File: src/common/mipsPkg.sv
package mipsPkg;

    // Field and word widths
    parameter int regAddrW = 5;
    parameter int dataW = 32;

    // Primary opcode field
    typedef enum logic [5:0] {
        opSpecial = 6'b000000,
        opJ       = 6'b000010,
        opBeq     = 6'b000100,
        opOri     = 6'b001101,
        opLui     = 6'b001111,
        opLw      = 6'b100011,
        opSw      = 6'b101011
    } opcodeE;

    // R-type function field
    typedef enum logic [5:0] {
        fnAddu = 6'b100001,
        fnSubu = 6'b100011
    } functE;

    typedef enum logic [1:0] {
        aluAdd,
        aluSub,
        aluOr,
        aluLui
    } aluOpE;

    // Cycles until an operand is needed or a result is ready
    typedef logic [1:0] stageTimeT;

    // Tuse of a register field the instruction never reads
    parameter stageTimeT tuseIdle = 2'd3;

    // Operand source chosen by the hazard unit
    typedef enum logic [1:0] {
        fwdNone,
        fwdM,
        fwdW
    } fwdSelE;

    parameter logic [dataW-1:0] resetPc = 32'h0000_3000;

endpackage

File: src/fetch/fetchStage.sv
`timescale 1ns/1ps
module fetchStage import mipsPkg::*; #(
    parameter logic [dataW-1:0] ResetPc = resetPc
) (
    input  logic             clk,
    input  logic             arstN,
    input  logic             stall,
    input  logic             branchTaken,
    input  logic [dataW-1:0] branchTarget,
    output logic [dataW-1:0] instAddr,
    input  logic [dataW-1:0] instData,
    output logic [dataW-1:0] instD,
    output logic [dataW-1:0] pcD
);

    logic [dataW-1:0] pc;

    assign instAddr = pc;

    // A stall wins over a redirect, the branch is decided again next cycle
    always_ff @(posedge clk or negedge arstN) begin
        if (!arstN) begin
            pc <= ResetPc;
            instD <= '0;
        end else if (!stall) begin
            pc <= branchTaken ? branchTarget : pc + 32'd4;
            instD <= instData;
        end
    end

    always_ff @(posedge clk) begin
        if (!stall) begin
            pcD <= pc;
        end
    end

endmodule

File: src/decode/decodeStage.sv
`timescale 1ns/1ps
module decodeStage import mipsPkg::*; (
    input  logic                clk,
    input  logic                arstN,
    input  logic [dataW-1:0]    instD,
    input  logic [dataW-1:0]    pcD,
    input  logic [dataW-1:0]    rsData,
    input  logic [dataW-1:0]    rtData,
    output logic [regAddrW-1:0] rsAddr,
    output logic [regAddrW-1:0] rtAddr,
    output stageTimeT           rsTuse,
    output stageTimeT           rtTuse,
    input  fwdSelE              fwdRsD,
    input  fwdSelE              fwdRtD,
    input  logic [dataW-1:0]    resultM,
    input  logic [dataW-1:0]    resultW,
    input  logic                stall,
    output logic                branchTaken,
    output logic [dataW-1:0]    branchTarget,
    output mipsPkg::aluOpE      aluOpE,
    output logic                useImmE,
    output logic [dataW-1:0]    immE,
    output logic [dataW-1:0]    rsValE,
    output logic [dataW-1:0]    rtValE,
    output logic [regAddrW-1:0] destE,
    output stageTimeT           tnewE,
    output logic                isLoadE,
    output logic                isStoreE,
    output logic [dataW-1:0]    pcE
);

    opcodeE              op;
    functE               fn;
    logic [dataW-1:0]    immZero, immSign, pcPlus4, rsVal, rtVal;
    mipsPkg::aluOpE      aluOp;
    logic                useImm, isLoad, isStore, isBeq, isJ;
    logic [dataW-1:0]    imm;
    logic [regAddrW-1:0] dest;
    stageTimeT           tnew;

    assign op = opcodeE'(instD[31:26]);
    assign fn = functE'(instD[5:0]);
    assign rsAddr = instD[25:21];
    assign rtAddr = instD[20:16];
    assign immZero = {16'b0, instD[15:0]};
    assign immSign = {{16{instD[15]}}, instD[15:0]};

    // Unknown encodings fall through as bubbles
    always_comb begin
        aluOp = aluAdd;
        useImm = 1'b0;
        imm = immZero;
        dest = '0;
        tnew = 2'd0;
        isLoad = 1'b0;
        isStore = 1'b0;
        isBeq = 1'b0;
        isJ = 1'b0;
        rsTuse = tuseIdle;
        rtTuse = tuseIdle;
        case (op)
            opSpecial: begin
                if (fn == fnAddu || fn == fnSubu) begin
                    aluOp = (fn == fnSubu) ? aluSub : aluAdd;
                    dest = instD[15:11];
                    tnew = 2'd1;
                    rsTuse = 2'd1;
                    rtTuse = 2'd1;
                end
            end
            opOri, opLui: begin
                aluOp = (op == opLui) ? aluLui : aluOr;
                useImm = 1'b1;
                dest = rtAddr;
                tnew = 2'd1;
                rsTuse = (op == opOri) ? 2'd1 : tuseIdle;
            end
            opLw: begin
                useImm = 1'b1;
                imm = immSign;
                dest = rtAddr;
                tnew = 2'd2;
                isLoad = 1'b1;
                rsTuse = 2'd1;
            end
            opSw: begin
                useImm = 1'b1;
                imm = immSign;
                isStore = 1'b1;
                rsTuse = 2'd1;
                // Store data is taken in execute, no forwarding in memory
                rtTuse = 2'd1;
            end
            opBeq: begin
                isBeq = 1'b1;
                rsTuse = 2'd0;
                rtTuse = 2'd0;
            end
            opJ: isJ = 1'b1;
            default: ;
        endcase
    end

    // Operands as seen by the branch compare and the execute stage
    assign rsVal = (fwdRsD == fwdM) ? resultM : (fwdRsD == fwdW) ? resultW : rsData;
    assign rtVal = (fwdRtD == fwdM) ? resultM : (fwdRtD == fwdW) ? resultW : rtData;

    assign pcPlus4 = pcD + 32'd4;
    assign branchTaken = isJ || (isBeq && rsVal == rtVal);
    assign branchTarget = isJ ? {pcPlus4[31:28], instD[25:0], 2'b00}
                              : pcPlus4 + {immSign[29:0], 2'b00};

    always_ff @(posedge clk or negedge arstN) begin
        if (!arstN) begin
            destE <= '0;
            tnewE <= 2'd0;
            isLoadE <= 1'b0;
            isStoreE <= 1'b0;
        end else begin
            // Bubble into execute while the load result is pending
            destE <= stall ? '0 : dest;
            tnewE <= stall ? 2'd0 : tnew;
            isLoadE <= !stall && isLoad;
            isStoreE <= !stall && isStore;
        end
    end

    always_ff @(posedge clk) begin
        aluOpE <= aluOp;
        useImmE <= useImm;
        immE <= imm;
        rsValE <= rsVal;
        rtValE <= rtVal;
        pcE <= pcD;
    end

endmodule

File: src/execute/executeStage.sv
`timescale 1ns/1ps
module executeStage import mipsPkg::*; (
    input  logic                clk,
    input  logic                arstN,
    input  mipsPkg::aluOpE      aluOpE,
    input  logic                useImmE,
    input  logic [dataW-1:0]    immE,
    input  logic [dataW-1:0]    rsValE,
    input  logic [dataW-1:0]    rtValE,
    input  logic [regAddrW-1:0] destE,
    input  stageTimeT           tnewE,
    input  logic                isLoadE,
    input  logic                isStoreE,
    input  logic [dataW-1:0]    pcE,
    input  fwdSelE              fwdRsE,
    input  fwdSelE              fwdRtE,
    input  logic [dataW-1:0]    resultW,
    output logic [dataW-1:0]    resultM,
    output logic [dataW-1:0]    storeDataM,
    output logic [regAddrW-1:0] destM,
    output stageTimeT           tnewM,
    output logic                isLoadM,
    output logic                isStoreM,
    output logic [dataW-1:0]    pcM
);

    fwdSelE           rsSel, rtSel;
    logic [dataW-1:0] opA, opB, srcB, aluOut;

    // Selects are worked out while the instruction sits in decode
    always_ff @(posedge clk or negedge arstN) begin
        if (!arstN) begin
            rsSel <= fwdNone;
            rtSel <= fwdNone;
        end else begin
            rsSel <= fwdRsE;
            rtSel <= fwdRtE;
        end
    end

    assign opA = (rsSel == fwdM) ? resultM : (rsSel == fwdW) ? resultW : rsValE;
    assign opB = (rtSel == fwdM) ? resultM : (rtSel == fwdW) ? resultW : rtValE;
    assign srcB = useImmE ? immE : opB;

    always_comb begin
        case (aluOpE)
            aluSub:  aluOut = opA - srcB;
            aluOr:   aluOut = opA | srcB;
            aluLui:  aluOut = {srcB[15:0], 16'b0};
            default: aluOut = opA + srcB;
        endcase
    end

    always_ff @(posedge clk or negedge arstN) begin
        if (!arstN) begin
            destM <= '0;
            tnewM <= 2'd0;
            isLoadM <= 1'b0;
            isStoreM <= 1'b0;
        end else begin
            destM <= destE;
            // One stage closer to ready, floor at zero
            tnewM <= (tnewE != 2'd0) ? tnewE - 2'd1 : 2'd0;
            isLoadM <= isLoadE;
            isStoreM <= isStoreE;
        end
    end

    always_ff @(posedge clk) begin
        resultM <= aluOut;
        storeDataM <= opB;
        pcM <= pcE;
    end

endmodule

File: src/memory/memoryStage.sv
`timescale 1ns/1ps
module memoryStage import mipsPkg::*; (
    input  logic                clk,
    input  logic                arstN,
    input  logic [dataW-1:0]    resultM,
    input  logic [dataW-1:0]    storeDataM,
    input  logic [regAddrW-1:0] destM,
    input  logic                isLoadM,
    input  logic                isStoreM,
    input  logic [dataW-1:0]    pcM,
    output logic [dataW-1:0]    dataAddr,
    output logic [dataW-1:0]    dataWdata,
    output logic [3:0]          dataByteen,
    input  logic [dataW-1:0]    dataRdata,
    output logic [dataW-1:0]    macroscopicPc,
    output logic [dataW-1:0]    resultW,
    output logic                grfWe,
    output logic [regAddrW-1:0] grfAddr,
    output logic [dataW-1:0]    grfWdata,
    output logic [dataW-1:0]    grfInstAddr
);

    logic [dataW-1:0] wbValue;

    // Word-only data port
    assign dataAddr = resultM;
    assign dataWdata = storeDataM;
    assign dataByteen = isStoreM ? 4'b1111 : 4'b0000;
    assign macroscopicPc = pcM;

    assign wbValue = isLoadM ? dataRdata : resultM;
    assign resultW = grfWdata;

    always_ff @(posedge clk or negedge arstN) begin
        if (!arstN) begin
            grfWe <= 1'b0;
            grfAddr <= '0;
        end else begin
            grfWe <= destM != '0;
            grfAddr <= destM;
        end
    end

    always_ff @(posedge clk) begin
        grfWdata <= wbValue;
        grfInstAddr <= pcM;
    end

endmodule

File: src/regFile.sv
`timescale 1ns/1ps
module regFile import mipsPkg::*; (
    input  logic                clk,
    input  logic                arstN,
    input  logic [regAddrW-1:0] rsAddr,
    input  logic [regAddrW-1:0] rtAddr,
    output logic [dataW-1:0]    rsData,
    output logic [dataW-1:0]    rtData,
    input  logic                we,
    input  logic [regAddrW-1:0] wAddr,
    input  logic [dataW-1:0]    wData
);

    logic [dataW-1:0] regs [2**regAddrW];

    // Entry zero is never written so it reads as zero
    always_ff @(posedge clk or negedge arstN) begin
        if (!arstN) begin
            for (int i = 0; i < 2**regAddrW; i++) begin
                regs[i] <= '0;
            end
        end else if (we && wAddr != '0) begin
            regs[wAddr] <= wData;
        end
    end

    // Same-cycle write passes straight to the read port
    assign rsData = (we && rsAddr != '0 && rsAddr == wAddr) ? wData : regs[rsAddr];
    assign rtData = (we && rtAddr != '0 && rtAddr == wAddr) ? wData : regs[rtAddr];

endmodule

File: src/hazardUnit.sv
`timescale 1ns/1ps
module hazardUnit import mipsPkg::*; (
    input  logic [regAddrW-1:0] rsAddr,
    input  logic [regAddrW-1:0] rtAddr,
    input  stageTimeT           rsTuse,
    input  stageTimeT           rtTuse,
    input  logic [regAddrW-1:0] destE,
    input  stageTimeT           tnewE,
    input  logic [regAddrW-1:0] destM,
    input  stageTimeT           tnewM,
    input  logic [regAddrW-1:0] grfAddr,
    input  logic                grfWe,
    output logic                stall,
    output fwdSelE              fwdRsD,
    output fwdSelE              fwdRtD,
    output fwdSelE              fwdRsE,
    output fwdSelE              fwdRtE
);

    // Producer result not ready by the time the source is used
    function automatic logic mustWait(logic [regAddrW-1:0] src, stageTimeT tuse);
        return src != '0 && ((src == destE && tnewE > tuse) ||
                             (src == destM && tnewM > tuse));
    endfunction

    // Decode picks a ready memory result, else the retiring one
    function automatic fwdSelE pickDecode(logic [regAddrW-1:0] src);
        if (src != '0 && src == destM && tnewM == 2'd0) begin
            return fwdM;
        end
        if (src != '0 && grfWe && src == grfAddr) begin
            return fwdW;
        end
        return fwdNone;
    endfunction

    // For execute next cycle, what is in E now will sit in M, M in W
    function automatic fwdSelE pickExecute(logic [regAddrW-1:0] src);
        if (src != '0 && src == destE) begin
            return fwdM;
        end
        if (src != '0 && src == destM && tnewM != 2'd0) begin
            return fwdW;
        end
        return fwdNone;
    endfunction

    always_comb begin
        stall = mustWait(rsAddr, rsTuse) || mustWait(rtAddr, rtTuse);
        fwdRsD = pickDecode(rsAddr);
        fwdRtD = pickDecode(rtAddr);
        fwdRsE = pickExecute(rsAddr);
        fwdRtE = pickExecute(rtAddr);
    end

endmodule

File: src/cpuTop.sv
`timescale 1ns/1ps
module cpuTop import mipsPkg::*; (
    input  logic                clk,
    input  logic                arstN,
    output logic [dataW-1:0]    instAddr,
    input  logic [dataW-1:0]    instData,
    output logic [dataW-1:0]    dataAddr,
    output logic [dataW-1:0]    dataWdata,
    output logic [3:0]          dataByteen,
    input  logic [dataW-1:0]    dataRdata,
    output logic                grfWe,
    output logic [regAddrW-1:0] grfAddr,
    output logic [dataW-1:0]    grfWdata,
    output logic [dataW-1:0]    grfInstAddr,
    output logic [dataW-1:0]    macroscopicPc
);

    // Fetch to decode
    logic [dataW-1:0]    instD, pcD;
    logic                branchTaken;
    logic [dataW-1:0]    branchTarget;

    // Register file and hazard signals
    logic [regAddrW-1:0] rsAddr, rtAddr;
    logic [dataW-1:0]    rsData, rtData;
    stageTimeT           rsTuse, rtTuse;
    logic                stall;
    fwdSelE              fwdRsD, fwdRtD, fwdRsE, fwdRtE;

    // Decode to execute
    mipsPkg::aluOpE      aluOpE;
    logic                useImmE;
    logic [dataW-1:0]    immE, rsValE, rtValE, pcE;
    logic [regAddrW-1:0] destE;
    stageTimeT           tnewE;
    logic                isLoadE, isStoreE;

    // Execute to memory, memory to writeback
    logic [dataW-1:0]    resultM, storeDataM, pcM, resultW;
    logic [regAddrW-1:0] destM;
    stageTimeT           tnewM;
    logic                isLoadM, isStoreM;

    fetchStage #(.ResetPc(resetPc)) u_fetch (
        .clk, .arstN, .stall, .branchTaken, .branchTarget,
        .instAddr, .instData, .instD, .pcD
    );

    decodeStage u_decode (
        .clk, .arstN, .instD, .pcD, .rsData, .rtData, .rsAddr, .rtAddr,
        .rsTuse, .rtTuse, .fwdRsD, .fwdRtD, .resultM, .resultW, .stall,
        .branchTaken, .branchTarget, .aluOpE, .useImmE, .immE, .rsValE,
        .rtValE, .destE, .tnewE, .isLoadE, .isStoreE, .pcE
    );

    regFile u_regFile (
        .clk, .arstN, .rsAddr, .rtAddr, .rsData, .rtData,
        .we(grfWe), .wAddr(grfAddr), .wData(grfWdata)
    );

    executeStage u_execute (
        .clk, .arstN, .aluOpE, .useImmE, .immE, .rsValE, .rtValE, .destE,
        .tnewE, .isLoadE, .isStoreE, .pcE, .fwdRsE, .fwdRtE, .resultW,
        .resultM, .storeDataM, .destM, .tnewM, .isLoadM, .isStoreM, .pcM
    );

    memoryStage u_memory (
        .clk, .arstN, .resultM, .storeDataM, .destM, .isLoadM, .isStoreM,
        .pcM, .dataAddr, .dataWdata, .dataByteen, .dataRdata, .macroscopicPc,
        .resultW, .grfWe, .grfAddr, .grfWdata, .grfInstAddr
    );

    hazardUnit u_hazard (
        .rsAddr, .rtAddr, .rsTuse, .rtTuse, .destE, .tnewE, .destM, .tnewM,
        .grfAddr, .grfWe, .stall, .fwdRsD, .fwdRtD, .fwdRsE, .fwdRtE
    );

endmodule

File: config.mk
export PLATFORM = sky130hd
export DESIGN_NAME = cpuTop
export DESIGN_NICKNAME = d
export VERILOG_FILES = /design/src/common/mipsPkg.sv /design/src/fetch/fetchStage.sv /design/src/decode/decodeStage.sv /design/src/execute/executeStage.sv /design/src/memory/memoryStage.sv /design/src/regFile.sv /design/src/hazardUnit.sv /design/src/cpuTop.sv
export SDC_FILE = /design/constraint.sdc
export NUM_CORES = 2
export LEC_CHECK = 0
export BUFFER_PORTS_ARGS = -buffer_cell sky130_fd_sc_hd__buf_2
export CORE_MARGIN = 5
export CORE_UTILIZATION = 35
export DETAILED_ROUTE_END_ITERATION = 10
export PLACE_DENSITY_LB_ADDON = 0.15
export SYNTH_ARGS = -nofsm -noshare
export SYNTH_HDL_FRONTEND = slang
export SYNTH_HIERARCHICAL = 1
export SYNTH_SLANG_ARGS = --single-unit
File: constraint.sdc
create_clock -name clk -period 15.4 [get_ports clk]
set_clock_uncertainty 0.15 [all_clocks]
set_input_delay 2.31 -clock clk [delete_from_list [all_inputs] [get_ports clk]]
set_output_delay 2.31 -clock clk [all_outputs]
set_load 0.005 [all_outputs]
==> flow_summary.yaml <==
run_status:
  outcome: "finished, final reports clean"
clock_network:
  hold_buffers: 0
  htreeDepth: 4
  cts.sinks: 1423
  cts.reportedPaths.clkPinSlew_ns: 0.07
  cts_tree: "yes"
  numCtsBuffers: 162
  cts_buffer_depth: 3
  clk_latency_ns: 0.81
  cts-root-buf: "clkbuf_16"
  cts-resized-gates: 0
  cts_setup_buffers: 0
global_route:
  grt_max_degree: 143
  grt_usage: 0.228
  grt_first_pass_wirelength_um: 398000
  antenna_found_initial: 8
  grt.overflow.total: 0
  grt_pass1_vias: 54618
critical_path:
  max_stage_delay_ns: 0.81
  slowest_stage: "nor4_1"
  cp_cell_sequence: "buf_4 > buf_12 > buf_4 > mux4_2 > mux2i_1 > mux2i_1 > o22ai_1 > nor2_1 > nor2b_1 > a211oi_1 > a21oi_1 > xor2_1 > nor4_1 > nand4_1 > nor4_1 > nand4_1 > nand2_1 > buf_4 > inv_1 > nor2_1 > a211oi_1 > a311oi_1"
  worstReg2RegEnd: "u_fetch/instAddr[17]$_DFFE_PN0N_"
  path_delay_family: "simple AND/OR/NAND/NOR gates"
  r2r_cells: 22
  r2r_slack_ns: 6.46
  end_kind: "flop"
  critical_path_peak_fanout: 80
  cp.buffers_inverters: 5
  required_ns: 15.95
  arrival_ns: 9.49
  start_kind: "flop"
  timing.rr.start: "u_fetch/instD[17]$_DFFE_PN0N_"
  crit_top_cell: "buf_4"
  critical_path_class: "flop to flop"
timing:
  max_slew_margin: 0.276
  timing.final.max_slew_violations: 0
  setup_viol: 0
  max_freq_mhz: 112
  tns_ns: 0
  finalHoldViolCount: 0
  finalCriticalPeriod_ns: 8.94
  rsz0062_at_grt: "false"
  period_share: 0.581
  worst_slew_pin_slew_ns: 1.09
  fin_ws_ns: 6.46
routing:
  drc: 0
  dr_wl_met2_um: 128000
  top_layer_used: "met5"
  vias: 53118
  wl_per_cell_um: 29.9
  wirelength_um: 274000
  drt_iter0_markers: 4484
  wl_met1_um: 123000
  viasPerCell: 5.78
  postRouteAntennaNets: 0
  wl_met3_um: 16800
  firstDrtPassIters: 5
min_path:
  hp-start: "u_decode/pcE[8]$_DFF_P_"
  holdCritPathClass: "flop to flop"
  worstHoldEndpoint: "u_execute/pcM[8]$_DFF_P_"
  min_path_cells: 0
finish:
  layout_common_cells: "1,100 x dfrtp_1, 1,031 x mux2_2, 542 x mux2i_1"
  final_common_cell: "dfrtp_1"
  drive_gt1_frac: 0.376
  layout.cells.non_filler: 9184
  area_growth_pct: 10.3
  fin_nets: 6201
  final-seq-area_um2: 34400
  multiInputGateArea_um2: 40600
  num-fill-cells: 21366
synth:
  synthArstFlopShare: 0.784
  yosys_warnings: 6
  synth.distinct_cells: 117
  yosysSeqAreaShare: 0.436
  synth-edff-count: 32
  synth_top_flop_cell: "dfrtp_1"
  netlist_instances: 6186
  synth_nets: 6331
  syn_area_um2: 78900
  synth.ff_latch_count: 1423
  avgSynthCellArea_um2: 12.8
floorplan:
  core_area_um2: 225000
  ios: 268
  rows: 174
  die_w_um: 485
  die-area_um2: 235000
  start_util: 0.351
  die_h_um: 485
place:
  pre_cts_ws_ns: 6.80
  gp_congestion: 0.849
  place_inst: 8884
  dp_hpwl_um: 170000
  portBuffers: 267
power:
  p_leak_uw: 0.0389
  p_int_uw: 7040
  seqPwrFrac: 0.418
  worst_ir_drop_vdd_mv: 0.113
  power.share.clock: 0.389
  p_per_area_nw_per_um2: 119
  switching_share: 0.322
  p_sw_uw: 3340
  power_frac_comb: 0.193
job:
  drv_cap: 0
power by group through the flow:
stage          logic (uW)  registers (uW)  clock network, uW
4_1_cts              2010            4350               4150
2_1_floorplan        1260            4260                  0
3_3_place_gp         2010            4410                  0
5_1_grt              2160            4370               4300
6_report             2010            4340               4030
3_5_place_dp         2000            4410                  0
sequential cells by signal (all words and copies together) (netlist names), 17 cells and up:
signal                count
u_fetch/pcD              32
u_execute/resultM        32
u_decode/rsValE          32
u_memory/grfWdata        32
u_fetch/instAddr         32
u_regFile/regs         1024
u_decode/immE            17
u_execute/storeDataM     32
u_decode/rtValE          32
u_fetch/instD            32
u_decode/pcE             32
u_memory/grfInstAddr     32
u_execute/pcM            32
how the worst max path moves through the flow:
| stage | startpoint | depth (start not counted) | endpoint | slack, ns |
|---|---|---|---|---|
| after floorplan | u_execute/rtSel[1]$_DFF_PN0_ | 22 | u_execute/resultM[23]$_DFF_P_ | 10.38 |
| after global placement | u_fetch/instD[17]$_DFFE_PN0N_ | 22 | u_fetch/instAddr[17]$_DFFE_PN0N_ | 6.75 |
| after detailed placement | u_fetch/instD[17]$_DFFE_PN0N_ | 22 | u_fetch/instAddr[17]$_DFFE_PN0N_ | 6.80 |
| after CTS | u_fetch/instD[17]$_DFFE_PN0N_ | 22 | u_fetch/instAddr[17]$_DFFE_PN0N_ | 6.76 |
| after global routing | u_fetch/instD[17]$_DFFE_PN0N_ | 22 | u_fetch/instAddr[17]$_DFFE_PN0N_ | 6.19 |
| final | u_fetch/instD[17]$_DFFE_PN0N_ | 22 | u_fetch/instAddr[17]$_DFFE_PN0N_ | 6.46 |
cell type report:
type,count,share of cell area
multi-input cells,4007,0.466
flip-flops and latches,1423,0.396
clock buffers,233,0.0545
well taps,2992,0.0430
repair buffers,415,0.0295
clock inverters,60,0.00888
inverters,47,0.00203
diodes,7,0.000201
through the flow:
stage	cell area [um2]	util	hold WS [ns]	power, uW
after floorplan	78900	-	0.160	5520
after global placement	81500	0.363	0.163	6420
after detailed placement	81500	0.363	0.162	6420
after CTS	87100	0.388	0.177	10500
after global routing	87100	0.388	0.179	10800
final	87100	0.388	0.176	10400
cell usage after synthesis, types with 34 or more instances:
cell	n	share of area
dfxtp_1	276	0.070
dfrtp_1	1113	0.35
nand2_1	197	0.0094
buf_2	176	0.011
a21o_1	34	0.0032
xor2_1	90	0.010
a22oi_1	114	0.011
mux2_2	1031	0.15
nor2b_1	112	0.0089
o22ai_1	41	0.0032
buf_1	57	0.0027
mux2i_1	542	0.069
o211ai_1	74	0.0070
o21ai_0	115	0.0073
clkbuf_1	225	0.011
nand3_1	65	0.0041
inv_1	45	0.0021
buf_4	216	0.021
a21oi_1	207	0.013
nor3_1	40	0.0025
nand2b_1	53	0.0042
ha_1	77	0.012
xnor2_1	84	0.0093
nor2_1	204	0.0097
a211oi_1	110	0.010
mux4_2	449	0.13
routing by layer:
layer | track usage | vias to the layer above
met4 | 0.0553 | 2
met1 | 0.317 | 28333
met5 | 0 | -
met2 | 0.367 | 1626
met3 | 0.0463 | 358
li1 | - | 22799
logic make-up after synthesis:
| logic type | count (synthesis) | synth area share |
|---|---|---|
| buffers and inverters | 756 | 0.0529 |
| DFF | 1423 | 0.436 |
| xor gates and xnor gates | 174 | 0.0193 |
| and+or+nand+nor | 831 | 0.0539 |
| muxes | 2064 | 0.351 |
| AOI/OAI and AO/OA | 859 | 0.0741 |
| adders and majority gates | 79 | 0.0127 |
Note: power is estimated with default switching activity, not from simulation.
